<file path="config.mk">
export PLATFORM = sky130hd
export DESIGN_NAME = ddr3_top
export DESIGN_NICKNAME = d
export VERILOG_FILES = /design/src/ddr_pkg.sv /design/src/memreq_pkg.sv /design/src/memreq.sv /design/src/ddr3_ctrl.sv /design/src/ddr3_top.sv
export SDC_FILE = /design/constraint.sdc
export NUM_CORES = 1
export LEC_CHECK = 0
export ABC_AREA = 1
export ABC_CLOCK_PERIOD_IN_PS = 3030
export BUFFER_PORTS_ARGS = -buffer_cell sky130_fd_sc_hd__buf_4
export CORE_ASPECT_RATIO = 1.4
export CORE_MARGIN = 1.5
export CORE_UTILIZATION = 52
export CTS_CLUSTER_DIAMETER = 200
export DETAILED_ROUTE_END_ITERATION = 6
export PLACE_DENSITY_LB_ADDON = 0.1
export SLEW_MARGIN = 20
export SYNTH_ARGS = -nofsm -noshare
export SYNTH_HDL_FRONTEND = slang
export SYNTH_HIERARCHICAL = 1
export SYNTH_SLANG_ARGS = --single-unit
</file>
<file path="constraint.sdc">
create_clock -name mclk -period 3.03 [get_ports mclk]
set_clock_uncertainty 0.2 [all_clocks]
set_input_delay 0.303 -clock mclk [delete_from_list [all_inputs] [get_ports mclk]]
set_output_delay 0.303 -clock mclk [all_outputs]
set_load 0.02 [all_outputs]
</file>
<file path="src/ddr_pkg.sv">
`default_nettype none

package ddr_pkg;

  // Word address is {bank, row, column}
  localparam int DDR_BANK_BITS = 3;
  localparam int DDR_ROW_BITS = 11;
  localparam int DDR_COL_BITS = 10;

  // One controller word, split by the PHY into a 16-bit burst
  localparam int DDR_DATA_BITS = 32;

  // A10 on PRE selects all banks
  localparam int DDR_ALL_BANKS_BIT = 10;

  // Encoded as {cs_n, ras_n, cas_n, we_n}
  typedef enum logic [3:0] {
    NOP = 4'b0111,
    ACT = 4'b0011,
    RD  = 4'b0101,
    WR  = 4'b0100,
    PRE = 4'b0010,
    REF = 4'b0001,
    MRS = 4'b0000
  } ddr_cmd_e;

  // One DFI command slot, 18 bits
  typedef struct packed {
    ddr_cmd_e                 cmd;
    logic [DDR_BANK_BITS-1:0] bank;
    logic [DDR_ROW_BITS-1:0]  addr;
  } dfi_cmd_t;

endpackage

`default_nettype wire

</file>
<file path="src/memreq_pkg.sv">
`default_nettype none

package memreq_pkg;

  localparam int MEM_ADDR_BITS = 24;
  localparam int MEM_DATA_BITS = 32;

  // First byte of each host packet
  typedef enum logic [7:0] {
    OP_WRITE = 8'h01,
    OP_READ  = 8'h02
  } mem_op_e;

  // Single-word request to the controller, 57 bits
  typedef struct packed {
    logic                     write;
    logic [MEM_ADDR_BITS-1:0] addr;
    logic [MEM_DATA_BITS-1:0] wdata;
  } mem_req_t;

  // Status byte for an unknown opcode
  localparam logic [7:0] RSP_BAD = 8'hFF;

endpackage

`default_nettype wire

</file>
<file path="src/memreq.sv">
`timescale 1ns/1ps
`default_nettype none

module memreq
  import memreq_pkg::*;
(
  input  wire logic                     mclk,
  input  wire logic                     arst_n,
  input  wire logic                     configured_i,

  // Host packets in
  input  wire logic                     s_tvalid_i,
  output logic                          s_tready_o,
  input  wire logic                     s_tlast_i,
  input  wire logic [7:0]               s_tdata_i,

  // Response bytes out
  output logic                          m_tvalid_o,
  input  wire logic                     m_tready_i,
  output logic                          m_tlast_o,
  output logic [7:0]                    m_tdata_o,

  // Controller side
  output logic                          req_valid_o,
  output mem_req_t                      req_o,
  input  wire logic                     req_ready_i,
  input  wire logic                     rsp_valid_i,
  input  wire logic [MEM_DATA_BITS-1:0] rsp_rdata_i
);

  typedef enum logic [2:0] {
    S_OPCODE,
    S_ADDR,
    S_DATA,
    S_DRAIN,
    S_REQ,
    S_WAIT,
    S_SEND
  } state_e;

  localparam logic [7:0] RSP_ACK = 8'h01;

  state_e                   state_q;
  mem_req_t                 req_q;
  logic [1:0]               byte_cnt_q;
  logic [MEM_DATA_BITS-1:0] out_q;
  logic [1:0]               out_cnt_q;
  logic                     s_fire;
  logic                     m_fire;
  mem_op_e                  op;

  assign op = mem_op_e'(s_tdata_i);
  assign s_fire = s_tvalid_i && s_tready_o;
  assign m_fire = m_tvalid_o && m_tready_i;

  // Bytes are taken only while parsing, and not before DRAM init
  assign s_tready_o = configured_i && (state_q inside {S_OPCODE, S_ADDR, S_DATA, S_DRAIN});

  assign m_tvalid_o = (state_q == S_SEND);
  assign m_tdata_o = out_q[7:0];
  assign m_tlast_o = (out_cnt_q == 2'd0);

  assign req_valid_o = (state_q == S_REQ);
  assign req_o = req_q;

  always_ff @(posedge mclk or negedge arst_n) begin
    if (!arst_n) begin
      state_q <= S_OPCODE;
      byte_cnt_q <= '0;
      out_cnt_q <= '0;
    end else begin
      case (state_q)
        S_OPCODE: begin
          if (s_fire) begin
            byte_cnt_q <= '0;
            case (op)
              OP_WRITE, OP_READ: state_q <= S_ADDR;
              default: begin
                // Unknown opcode, skip the rest of the packet then report
                out_cnt_q <= 2'd0;
                state_q <= s_tlast_i ? S_SEND : S_DRAIN;
              end
            endcase
          end
        end
        S_ADDR: begin
          if (s_fire) begin
            byte_cnt_q <= byte_cnt_q + 2'd1;
            if (byte_cnt_q == 2'd2) begin
              byte_cnt_q <= '0;
              state_q <= req_q.write ? S_DATA : S_REQ;
            end
          end
        end
        S_DATA: begin
          if (s_fire) begin
            byte_cnt_q <= byte_cnt_q + 2'd1;
            if (byte_cnt_q == 2'd3) begin
              state_q <= S_REQ;
            end
          end
        end
        S_DRAIN: begin
          if (s_fire && s_tlast_i) begin
            state_q <= S_SEND;
          end
        end
        S_REQ: begin
          if (req_ready_i) begin
            state_q <= S_WAIT;
          end
        end
        S_WAIT: begin
          if (rsp_valid_i) begin
            out_cnt_q <= req_q.write ? 2'd0 : 2'd3;
            state_q <= S_SEND;
          end
        end
        S_SEND: begin
          if (m_fire) begin
            out_cnt_q <= out_cnt_q - 2'd1;
            if (out_cnt_q == 2'd0) begin
              state_q <= S_OPCODE;
            end
          end
        end
        default: state_q <= S_OPCODE;
      endcase
    end
  end

  // Packet fields and the outgoing shift register
  always_ff @(posedge mclk) begin
    if (s_fire) begin
      case (state_q)
        S_OPCODE: begin
          req_q.write <= (op == OP_WRITE);
          out_q <= MEM_DATA_BITS'(RSP_BAD);
        end
        // Address arrives most significant byte first
        S_ADDR: req_q.addr <= {req_q.addr[MEM_ADDR_BITS-9:0], s_tdata_i};
        // Write data arrives least significant byte first
        S_DATA: req_q.wdata <= {s_tdata_i, req_q.wdata[MEM_DATA_BITS-1:8]};
        default: ;
      endcase
    end
    if (state_q == S_WAIT && rsp_valid_i) begin
      out_q <= req_q.write ? MEM_DATA_BITS'(RSP_ACK) : rsp_rdata_i;
    end else if (m_fire) begin
      out_q <= out_q >> 8;
    end
  end

endmodule

`default_nettype wire

</file>
<file path="src/ddr3_ctrl.sv">
`timescale 1ns/1ps
`default_nettype none

module ddr3_ctrl
  import ddr_pkg::*;
  import memreq_pkg::*;
#(
  parameter int DDR_CL = 6,
  parameter int T_RCD = 3,
  parameter int T_RP = 3,
  parameter int T_REFI = 200,
  parameter int INIT_CYCLES = 20
) (
  input  wire logic                     mclk,
  input  wire logic                     arst_n,
  output logic                          configured_o,

  // Request from the front end
  input  wire logic                     req_valid_i,
  input  wire mem_req_t                 req_i,
  output logic                          req_ready_o,
  output logic                          rsp_valid_o,
  output logic [MEM_DATA_BITS-1:0]      rsp_rdata_o,

  // DFI toward the PHY
  output dfi_cmd_t                      dfi_cmd_o,
  output logic [DDR_DATA_BITS-1:0]      dfi_wdata_o,
  input  wire logic                     dfi_rvld_i,
  input  wire logic [DDR_DATA_BITS-1:0] dfi_rdata_i
);

  typedef enum logic [2:0] {
    S_POWERUP,
    S_INIT_RP,
    S_MODE,
    S_IDLE,
    S_RCD,
    S_WRITE,
    S_READ,
    S_RP
  } state_e;

  localparam int WAIT_BITS = $clog2(INIT_CYCLES + T_RCD + T_RP);
  localparam int REF_BITS = $clog2(T_REFI + 1);
  localparam int ROW_LSB = DDR_COL_BITS;
  localparam int BANK_LSB = DDR_COL_BITS + DDR_ROW_BITS;

  // MR0 with BL8 and the CAS latency field in A6..A4
  localparam logic [DDR_ROW_BITS-1:0] MR0_VALUE = DDR_ROW_BITS'((DDR_CL - 4) << 4);
  localparam logic [DDR_ROW_BITS-1:0] ADDR_ALL_BANKS = DDR_ROW_BITS'(1) << DDR_ALL_BANKS_BIT;

  state_e                   state_q;
  logic [WAIT_BITS-1:0]     wait_q;
  logic                     wait_done;
  logic [REF_BITS-1:0]      ref_cnt_q;
  logic                     ref_pending_q;
  logic                     ref_tick;
  logic                     ref_issue;
  logic                     req_fire;
  logic                     close_page;
  mem_req_t                 cur_q;
  logic [DDR_BANK_BITS-1:0] req_bank;
  logic [DDR_ROW_BITS-1:0]  req_row;
  logic [DDR_BANK_BITS-1:0] cur_bank;
  logic [DDR_COL_BITS-1:0]  cur_col;

  function automatic dfi_cmd_t make_cmd(ddr_cmd_e cmd, logic [DDR_BANK_BITS-1:0] bank,
                                        logic [DDR_ROW_BITS-1:0] addr);
    return '{cmd: cmd, bank: bank, addr: addr};
  endfunction

  assign req_bank = req_i.addr[BANK_LSB +: DDR_BANK_BITS];
  assign req_row = req_i.addr[ROW_LSB +: DDR_ROW_BITS];
  assign cur_bank = cur_q.addr[BANK_LSB +: DDR_BANK_BITS];
  assign cur_col = cur_q.addr[0 +: DDR_COL_BITS];

  assign wait_done = (wait_q == '0);
  assign ref_tick = configured_o && (ref_cnt_q == REF_BITS'(T_REFI - 1));
  assign ref_issue = (state_q == S_IDLE) && ref_pending_q;

  // A pending refresh blocks new requests
  assign req_ready_o = (state_q == S_IDLE) && !ref_pending_q;
  assign req_fire = req_ready_o && req_valid_i;

  // Write closes right after WR, read closes once data is back
  assign close_page = (state_q == S_WRITE) || (state_q == S_READ && dfi_rvld_i);

  assign dfi_wdata_o = cur_q.wdata;

  always_ff @(posedge mclk or negedge arst_n) begin
    if (!arst_n) begin
      ref_cnt_q <= '0;
      ref_pending_q <= 1'b0;
    end else begin
      if (configured_o) begin
        ref_cnt_q <= ref_tick ? '0 : ref_cnt_q + 1'b1;
      end
      if (ref_issue) begin
        ref_pending_q <= 1'b0;
      end
      if (ref_tick) begin
        ref_pending_q <= 1'b1;
      end
    end
  end

  always_ff @(posedge mclk or negedge arst_n) begin
    if (!arst_n) begin
      state_q <= S_POWERUP;
      wait_q <= WAIT_BITS'(INIT_CYCLES - 1);
      configured_o <= 1'b0;
      rsp_valid_o <= 1'b0;
      dfi_cmd_o <= make_cmd(NOP, '0, '0);
    end else begin
      dfi_cmd_o <= make_cmd(NOP, '0, '0);
      rsp_valid_o <= 1'b0;
      if (!wait_done) begin
        wait_q <= wait_q - 1'b1;
      end

      case (state_q)
        S_POWERUP: begin
          if (wait_done) begin
            dfi_cmd_o <= make_cmd(PRE, '0, ADDR_ALL_BANKS);
            wait_q <= WAIT_BITS'(T_RP - 1);
            state_q <= S_INIT_RP;
          end
        end
        S_INIT_RP: begin
          if (wait_done) begin
            dfi_cmd_o <= make_cmd(MRS, '0, MR0_VALUE);
            state_q <= S_MODE;
          end
        end
        S_MODE: begin
          configured_o <= 1'b1;
          state_q <= S_IDLE;
        end
        S_IDLE: begin
          if (ref_issue) begin
            dfi_cmd_o <= make_cmd(REF, '0, '0);
            wait_q <= WAIT_BITS'(T_RP - 1);
            state_q <= S_RP;
          end else if (req_fire) begin
            dfi_cmd_o <= make_cmd(ACT, req_bank, req_row);
            wait_q <= WAIT_BITS'(T_RCD - 1);
            state_q <= S_RCD;
          end
        end
        S_RCD: begin
          if (wait_done) begin
            dfi_cmd_o <= make_cmd(cur_q.write ? WR : RD, cur_bank, DDR_ROW_BITS'(cur_col));
            state_q <= cur_q.write ? S_WRITE : S_READ;
          end
        end
        S_WRITE, S_READ: begin
          if (close_page) begin
            dfi_cmd_o <= make_cmd(PRE, cur_bank, '0);
            rsp_valid_o <= 1'b1;
            wait_q <= WAIT_BITS'(T_RP - 1);
            state_q <= S_RP;
          end
        end
        // Shared by precharge and refresh recovery
        S_RP: begin
          if (wait_done) begin
            state_q <= S_IDLE;
          end
        end
        default: state_q <= S_POWERUP;
      endcase
    end
  end

  always_ff @(posedge mclk) begin
    if (req_fire) begin
      cur_q <= req_i;
    end
    if (state_q == S_READ && dfi_rvld_i) begin
      rsp_rdata_o <= dfi_rdata_i;
    end
  end

endmodule

`default_nettype wire

</file>
<file path="src/ddr3_top.sv">
`timescale 1ns/1ps
`default_nettype none

module ddr3_top
  import ddr_pkg::*;
  import memreq_pkg::*;
#(
  parameter int DDR_CL = 6,
  parameter int T_RCD = 3,
  parameter int T_RP = 3,
  parameter int T_REFI = 200,
  parameter int INIT_CYCLES = 20
) (
  input  wire logic                     mclk,
  input  wire logic                     arst_n,
  output logic                          configured_o,

  // Host byte streams
  input  wire logic                     s_tvalid_i,
  output logic                          s_tready_o,
  input  wire logic                     s_tlast_i,
  input  wire logic [7:0]               s_tdata_i,
  output logic                          m_tvalid_o,
  input  wire logic                     m_tready_i,
  output logic                          m_tlast_o,
  output logic [7:0]                    m_tdata_o,

  // DFI boundary
  output dfi_cmd_t                      dfi_cmd_o,
  output logic [DDR_DATA_BITS-1:0]      dfi_wdata_o,
  input  wire logic                     dfi_rvld_i,
  input  wire logic [DDR_DATA_BITS-1:0] dfi_rdata_i
);

  logic                     req_valid;
  logic                     req_ready;
  mem_req_t                 req;
  logic                     rsp_valid;
  logic [MEM_DATA_BITS-1:0] rsp_rdata;

  memreq memreq_inst (
    .mclk         (mclk),
    .arst_n       (arst_n),
    .configured_i (configured_o),
    .s_tvalid_i   (s_tvalid_i),
    .s_tready_o   (s_tready_o),
    .s_tlast_i    (s_tlast_i),
    .s_tdata_i    (s_tdata_i),
    .m_tvalid_o   (m_tvalid_o),
    .m_tready_i   (m_tready_i),
    .m_tlast_o    (m_tlast_o),
    .m_tdata_o    (m_tdata_o),
    .req_valid_o  (req_valid),
    .req_o        (req),
    .req_ready_i  (req_ready),
    .rsp_valid_i  (rsp_valid),
    .rsp_rdata_i  (rsp_rdata)
  );

  ddr3_ctrl #(
    .DDR_CL      (DDR_CL),
    .T_RCD       (T_RCD),
    .T_RP        (T_RP),
    .T_REFI      (T_REFI),
    .INIT_CYCLES (INIT_CYCLES)
  ) ddr3_ctrl_inst (
    .mclk         (mclk),
    .arst_n       (arst_n),
    .configured_o (configured_o),
    .req_valid_i  (req_valid),
    .req_i        (req),
    .req_ready_o  (req_ready),
    .rsp_valid_o  (rsp_valid),
    .rsp_rdata_o  (rsp_rdata),
    .dfi_cmd_o    (dfi_cmd_o),
    .dfi_wdata_o  (dfi_wdata_o),
    .dfi_rvld_i   (dfi_rvld_i),
    .dfi_rdata_i  (dfi_rdata_i)
  );

endmodule

`default_nettype wire

</file>
==> results of run 1 <==
[layer usage]
layer	vias to the layer above	global-route usage (%)	wire length [microns]
met5	-	0	0
met4	0	5.98	393
met3	29	3.07	837
met2	151	32.2	7830
met1	2365	21.6	5870
li1	2457	-	-
[logic make-up (layout without fill, tap and decap cells)]
kind of cell	Yosys count	after routing
AOI/OAI and AO/OA	36	36
buffers and inverters	120	261
and+or+nand+nor	285	285
adders and majority gates	8	8
DFF	210	210
other	1	1
xor gates and xnor gates	5	5
[worst max-delay path by stage]
| stage | startpoint | to | slack (ns) | cells after the start |
|---|---|---|---|---|
| finish | memreq_inst/state_q[2] | memreq_inst/out_q[31] | 0.55 | 5 |
| global route | memreq_inst/state_q[2] | memreq_inst/out_q[31] | 0.35 | 5 |
| CTS | memreq_inst/state_q[2] | memreq_inst/out_q[16] | 0.55 | 5 |
| detailed placement | memreq_inst/state_q[2] | memreq_inst/out_q[28] | 0.55 | 5 |
| global placement | memreq_inst/state_q[2] | memreq_inst/out_q[25] | 0.64 | 5 |
| floorplan | memreq_inst/state_q[2] | memreq_inst/req_o[0] | 0.20 | 5 |
[cell type report]
| cell class | instances | area [sq um] | area share, % |
|---|---|---|---|
| clock inverters | 10 | 106 | 1.04 |
| well taps | 196 | 245 | 2.41 |
| multi-input cells | 335 | 1620 | 15.9 |
| inverters | 66 | 256 | 2.52 |
| flip-flops and latches | 210 | 6100 | 59.9 |
| clock buffers | 28 | 562 | 5.52 |
| repair buffers | 157 | 1300 | 12.7 |
[through the flow]
stage                     hold WS [ns]  area (sq um)
after floorplan                 -0.193          8360
after global placement           0.127          9100
after detailed placement         0.137          9100
after CTS                       0.0330         10200
after global routing            0.0752         10200
final                           0.0565         10200
[synth_stat cells]
cell type | number | area, sq um
o22a_1 | 1 | 8.76
buf_4 | 44 | 330
a31oi_1 | 2 | 12.5
dfstp_2 | 6 | 158
o21ai_0 | 23 | 115
o221ai_1 | 1 | 8.76
and2_1 | 2 | 12.5
ha_1 | 8 | 100
nor2_4 | 4 | 45.0
buf_6 | 2 | 22.5
xnor2_1 | 2 | 17.5
a21oi_1 | 7 | 35.0
nor4_1 | 1 | 6.26
buf_2 | 5 | 25.0
or2_2 | 3 | 18.8
inv_6 | 1 | 8.76
buf_8 | 1 | 15.0
clkinv_2 | 1 | 5.00
nand2_4 | 2 | 22.5
inv_2 | 2 | 7.51
nand3b_1 | 2 | 15.0
dfrtp_1 | 37 | 926
nor2_1 | 40 | 150
clkbuf_1 | 1 | 3.75
inv_4 | 1 | 6.26
conb_1 | 1 | 3.75
nand3_1 | 53 | 265
xor2_1 | 3 | 26.3
edfxtp_1 | 167 | 5010
o21ai_2 | 1 | 8.76
nor3_1 | 4 | 20.0
clkbuf_2 | 1 | 5.00
inv_1 | 61 | 229
nand2_2 | 9 | 56.3
nand4_1 | 11 | 68.8
nand2_1 | 154 | 578
o211ai_1 | 1 | 7.51
[sequential cells by signal (all words and copies together), names as in the netlist, 5 cells and up]
signal                      cells
ddr3_ctrl_inst/cur_col         10
ddr3_ctrl_inst/dfi_cmd_o       17
ddr3_ctrl_inst/dfi_wdata_o     32
ddr3_ctrl_inst/ref_cnt_q        8
ddr3_ctrl_inst/rsp_rdata_o     32
ddr3_ctrl_inst/wait_q           5
memreq_inst/out_q              32
memreq_inst/req_o              57
[power groups by stage]
| stage | clock, mW | sequential, mW | combinational (mW) |
|---|---|---|---|
| after floorplan | 0 | 3.96 | 1.40 |
| after global placement | 0 | 3.94 | 1.92 |
| after detailed placement | 0 | 3.97 | 1.98 |
| after CTS | 2.56 | 3.91 | 2.03 |
| after global routing | 2.67 | 3.96 | 2.29 |
| final | 2.49 | 3.91 | 2.02 |
[timing repair]
item                                   in CTS  in global routing
endpoints found under the hold margin      94                  0
buffers inserted                            0                  0
hold buffers                               42                  0
[placed cells by master, fill, tap and decap left out, types with 6 or more instances in the layout]
cell type / count
inv_1: 61
dfstp_2: 6
nand2_2: 9
nand2_1: 154
nand4_1: 11
nor2_4: 6
buf_4: 114
edfxtp_1: 167
clkbuf_1: 6
o21ai_0: 23
nand3_1: 53
a21oi_1: 7
nor2_1: 37
ha_1: 8
dlygate4sd3_1: 42
clkbuf_16: 21
dfrtp_1: 37
[worst max-delay path, cell delays in order, from the launching register on]
cell and delay (ns):
dfrtp_1 0.49, inv_1 0.34, nand3_1 0.35, nor2_1 0.23, nand3b_1 0.13, buf_4 0.37
==> impl_results.md, run 1 <==
* Starting density of the core at 53.3%
* Pwr dens at 827 nW/um^2
* Post-Place Worst Slack at 0.546 ns
* Xor/xnor share of the synthesized area at less than 1%
* Die height at about 150 microns
* DP Cell Count at between 900 and 1000
* Vias per cell at around 5.0
* Detailed Place HPWL at a little under 10000 microns
* CTS tree: yes
* Die area at between 15000 and 20000 sq um
* Number of remaining DRC errors at 0
* Clock Tree Buf Depth at 3
* Worst-path fanout max at 32
* Clock power frac at slightly below 30%
* Max-Cap Viols at 0
* Int Pwr at 5.85 mW
* Post-synthesis mux area share at 0%
* Number of port buffers at about 110
* First-pass DRT Iterations at 6
* Pwr Total at approximately 8.4 mW
* Worst EP required at roughly 3.0 ns
* First-pass GRT wire length at 23600 microns
* Setup TNS at 0 ns
* GPL Wtd Cong at ~0.84
* Leakage power at roughly 4.2 nW
* Synth Warn # at 6
* Critical R2R Launch: memreq_inst/state_q[2]
* Syn_area_per_cell at about 13 sq um
* CTS root buf: clkbuf_16
* Num ports at roughly 110
* DRT antenna net count at 0
* Die W at 110 microns
* Starting DRT DRC Count at 316
* Final wirelength at 14900 microns
* Slew at the pin with the worst max-slew slack at roughly 0.56 ns
* Synthesized flop and latch total at between 200 and 250
* Fraction of layout cells with a size suffix above 1 at approximately 22%
* CTS-repair resized insts at 0
* Vias in the first global route at about 5000
* Min-Delay Path Depth at 4
* Comb power frac at between 20% and 30%
* R2r endpoint: memreq_inst/out_q[31]
* Pin count of the biggest net entering global routing at 44
* Unrepaired setup endpoints after global routing: false
* HP Start: dfi_rvld_i
* Slew margin rel. at between 60% and 70%
* Sw Pwr at between 2 and 3 mW
* CTS Buf Count at 21
* Crit end category: flop
* Via count at between 5000 and 6000
* Run status: completed
* Layout Nets at between 800 and 900
* # diodes at 0
* Synth Area in Adders at 1.20%
* # rows at between 50 and 60
* Final setup vio count at 0
* Peak VDD IR at 0.570 mV
* Compound-Gate Fraction of Synth Area at around 2.3%
* Final hold vios at 0
* FF-to-FF path depth at 5
* Worst EP arrival at roughly 2.4 ns
* Fin cells at between 1000 and 1500
* Gate Count Post-Synth at 665
* F_max at between 0.4 and 0.5 GHz
* Post-Synth Simple-Gate Area at 15.1%
* Gr usage total at about 18%
* Period Utilization, post-route at 81.9%
* Finished Core Util at 65.0%
* Syn Std Cell Area at around 8400 sq um
* Reg2reg setup slack at about 0.55 ns
* Slew Limit Fails at 0
* Hold Path Sink: ddr3_ctrl_inst/wait_q[0]
* Setup crit start kind: flop
* DR WL/cell at 14.9 microns
* Sequential element share of the synthesized area at between 70% and 80%
* Largest family of logic cells by synthesized area: simple AND/OR/NAND/NOR gates
* Final Critical Period at about 2.5 ns
* Core Box Area at ~16000 sq um
* Skew-Pair Late Insertion Delay at just under 0.5 ns
* P&R area growth vs syn at 21.8%
* Final setup margin at about 0.55 ns
* Switch share at 30.5%
* Worst hold path class: primary input to flop
* Antenna violations before repair at 0
* Seq pwr share at 46.4%
* CTS clk-pin slew, worst paths at roughly 0.060 ns
* Fillers at about 1200
* H-tree depth at 1
* Critical path type: flop to flop
* Yosys cell types at 37
* Net count after synthesis at 719
* Clock sink count at between 200 and 250
* GRT overflow at 0
Note: power is estimated with default switching activity, not from simulation.
==> run 2: changes to the inputs <==
--- a/config.mk
+++ b/config.mk
@@ -5,12 +5,12 @@
 export SDC_FILE = /design/constraint.sdc
 export NUM_CORES = 1
 export LEC_CHECK = 0
-export ABC_AREA = 1
-export ABC_CLOCK_PERIOD_IN_PS = 3030
+export ABC_AREA = 0
+export ABC_CLOCK_PERIOD_IN_PS = 2000
 export BUFFER_PORTS_ARGS = -buffer_cell sky130_fd_sc_hd__buf_4
 export CORE_ASPECT_RATIO = 1.4
 export CORE_MARGIN = 1.5
-export CORE_UTILIZATION = 52
+export CORE_UTILIZATION = 51
 export CTS_CLUSTER_DIAMETER = 200
 export DETAILED_ROUTE_END_ITERATION = 6
 export PLACE_DENSITY_LB_ADDON = 0.1
==> constraint.sdc (replaced) <==
create_clock -name mclk -period 2 [get_ports mclk]
set_clock_uncertainty 0.2 [all_clocks]
set_input_delay 0.2 -clock mclk [delete_from_list [all_inputs] [get_ports mclk]]
set_output_delay 0.2 -clock mclk [all_outputs]
set_load 0.02 [all_outputs]
==> impl_results.md, run 2 <==
* Synth area leaders: edfxtp_1, dfrtp_1, buf_4
* Clock sink count at 210 (unchanged)
* Worst-path fanout max at 3 (-91%)
* Crit-path slowest cell: or4b_4
* Net count after synthesis at 566 (-21%)
* Synth area leader: edfxtp_1
* Worst hold path class: primary input to asynchronous set/reset pin
* Slew margin rel. at 61.1% (-1.6 points)
* Asr flop ratio synth at 20.5% (unchanged)
* Max-Cap Viols at 0 (unchanged)
* Critical path type: flop to flop
* Core Box Area at 15500 sq um (-1.3%)
* F_max at 0.476 GHz (+18%)
* Gate Count Post-Synth at 512 (-23%)
* Leading cell type in the layout, fill and taps excluded: edfxtp_1
* Syn_area_per_cell at 15.7 sq um (+25%)
* Number of remaining DRC errors at 0 (unchanged)
* Antenna violations before repair at 0 (unchanged)
* Fraction of layout cells with a size suffix above 1 at 33.7% (+12 points)
* Yosys cell types at 58 (+57%)
* Pin count of the biggest net entering global routing at 44 (unchanged)
* Slew at the pin with the worst max-slew slack at 0.584 ns (+0.0241 ns)
* DRT antenna net count at 0 (unchanged)
* DR WL/cell at 16.9 microns (+13%)
* Most frequent cell after synthesis: edfxtp_1
* Peak VDD IR at 0.890 mV (+56%)
* # rows at 54 (unchanged)
* CTS root buf: clkbuf_16
* Detailed Place HPWL at 9300 microns (-5.1%)
* Final wirelength at 14900 microns (-0.44%)
* Final setup margin at -0.101 ns (-0.651 ns)
* Clock Tree Buf Depth at 3 (unchanged)
* Starting DRT DRC Count at 207 (-34%)
* Number of port buffers at 106 (unchanged)
* Layout Nets at 726 (-14%)
* Number of synthesized flops with an enable pin at 167 (unchanged)
* Hold_ws at 0.0734 ns (+0.0170 ns)
* Worst EP arrival at 2.30 ns (-0.12 ns)
* Vias in the first global route at 4532 (-9.6%)
* Period Utilization, post-route at 105% (+23 points)
* Final hold vios at 0 (unchanged)
* FF-to-FF path depth at 8 (+3)
* Sequential element share of the synthesized area at 75.9% (+3.0 points)
* Run status: finished with violations
* Launch point of the critical path: ddr3_ctrl_inst/wait_q[1]
* Violated checks: setup timing
* Pwr dens at 1320 nW/um^2 (+59%)
* Critical Path Max Stage Delay at 0.49 ns (about the same)
* Die area at 16500 sq um (-2.0%)
* Finished Core Util at 67.2% (+2.2 points)
* Skew-Pair Late Insertion Delay at 0.49 ns (about the same)
* Die height at 151 microns (-1.0%)
* Num ports at 108 (unchanged)
* Share of the synthesized area in the top cell type at 62.4% (+2.4 points)
* Synth Warn # at 6 (unchanged)
* Unrepaired setup endpoints after global routing: true
* H-tree depth at 1 (unchanged)
* Slew Limit Fails at 0 (unchanged)
* Worst EP required at 2.20 ns (-0.77 ns)
* Starting density of the core at 51.9% (-1.4 points)
* CTS Buf Count at 20 (-4.8%)
* Max reg flops at 57 (unchanged)
* Post-Place Worst Slack at -0.0935 ns (-0.640 ns)
* Die W at 109 microns (-0.99%)
* Post-synth top cells: edfxtp_1, buf_4, dfrtp_1
* Synthesized flop and latch total at 210 (unchanged)
* First-pass DRT Iterations at 4 (-2)
* Via count at 4555 (-8.9%)
* Critical Path, Cell by Cell: inv_2 -> ha_4 -> or4b_4 -> ha_4 -> inv_2 -> mux2i_1 -> a2bb2oi_1 -> o22ai_1
* CTS tree: yes
* Pwr Total at 13.7 mW (+62%)
* Critical R2R Launch: ddr3_ctrl_inst/wait_q[1]
* Gr usage total at 18.2% (+0.27 points)
* Main synth FF type: edfxtp_1
* First-pass GRT wire length at 22900 microns (-3.1%)
* Final Critical Period at 2.10 ns (-0.379 ns)
* GPL Wtd Cong at 0.836 (-0.14%)
* # diodes at 0 (unchanged)
* P&R area growth vs syn at 29.3%
* Crit end category: flop
* GRT overflow at 0 (unchanged)
* Syn Std Cell Area at 8030 sq um (-3.9%)
* Final setup vio count at 3 (+3)
* CTS clk-pin slew, worst paths at 0.06 ns (about the same)
* Leakage power at 4.04 nW (-4.5%)
* Most frequent cells in the layout: edfxtp_1, buf_4, dlygate4sd3_1, dfrtp_1, a22o_1
* Setup crit start kind: flop
* Vias per cell at 5.16 (+3.5%)
run 2: kinds of logic after synthesis:
| logic type | share of synthesized area [%] |
|---|---|
| fa+ha+maj | 1.25 |
| flops | 75.9 |
| other cells | 0.0467 |
| simple gates | 7.13 |
| buf+inv | 5.81 |
| xor+xnor | 0.763 |
| compound gates | 8.02 |
| mux | 1.06 |
run 2: final cells by class:
cell class | count | area, sq um
multi-input combinational | 225 | 1610
fill | 1068 | 5080
sequential | 210 | 6100
timing repair buffer | 198 | 1690
clock buffer | 26 | 533
clock inverter | 10 | 138
inverter | 17 | 66.3
tap | 196 | 245
run 2: worst max-delay path, delay by kind of cell (launching register included):
family / cells / cell delay, ns
and+or+nand+nor: 1 / 0.49
AOI/OAI and AO/OA: 2 / 0.28
buffers and inverters: 2 / 0.11
adders and majority gates: 2 / 0.42
DFF: 1 / 0.37
muxes: 1 / 0.15
run 2: layer usage:
metal  global-route usage (%)  vias up  share of wire (%)
met4                     6.18        0                1.9
met1                     22.1     2237                 39
li1                         -     2186                  -
met3                     3.21       18                4.2
met5                        0        -                  0
met2                     32.6      114                 55
run 2: repair_timing:
| action | in CTS | in global routing |
|---|---|---|
| hold endpoints to repair | 97 | 0 |
| gates resized for setup | 8 | 14 |
| endpoints found under the setup margin | 3 | 93 |
| gates cloned | 0 | 1 |
| pin swaps | 4 | 2 |
| setup buffers | 3 | 4 |
| hold buffers | 43 | 0 |
run 2: per-stage QoR:
step	instances	TNS, ns	cell area [sq um]
6_report	882	-0.123	10400
5_1_grt	882	-0.324	10400
4_1_cts	877	-0.128	10300
3_5_place_dp	795	-0.142	9140
3_3_place_gp	795	-0.00740	9140
2_1_floorplan	512	-0.892	8140
run 2: worst paths after layout:
path / endpoint / slack, ns
worst min-delay path: ddr3_ctrl_inst/dfi_cmd_o[13] / 0.07
max in group asynchronous: ddr3_ctrl_inst/configured_o / 1.09
worst max-delay path: ddr3_ctrl_inst/wait_q[0] / -0.10
min in group mclk: memreq_inst/out_cnt_q[0] / 0.09
worst max register to register: ddr3_ctrl_inst/wait_q[0] / -0.10
worst min register to register: ddr3_ctrl_inst/dfi_wdata_o[6] / 0.22
run 2: report_power, final:
part           internal (mW)  switching (mW)
clock                   2.28            1.52
sequential              5.70           0.315
combinational           1.80            2.06
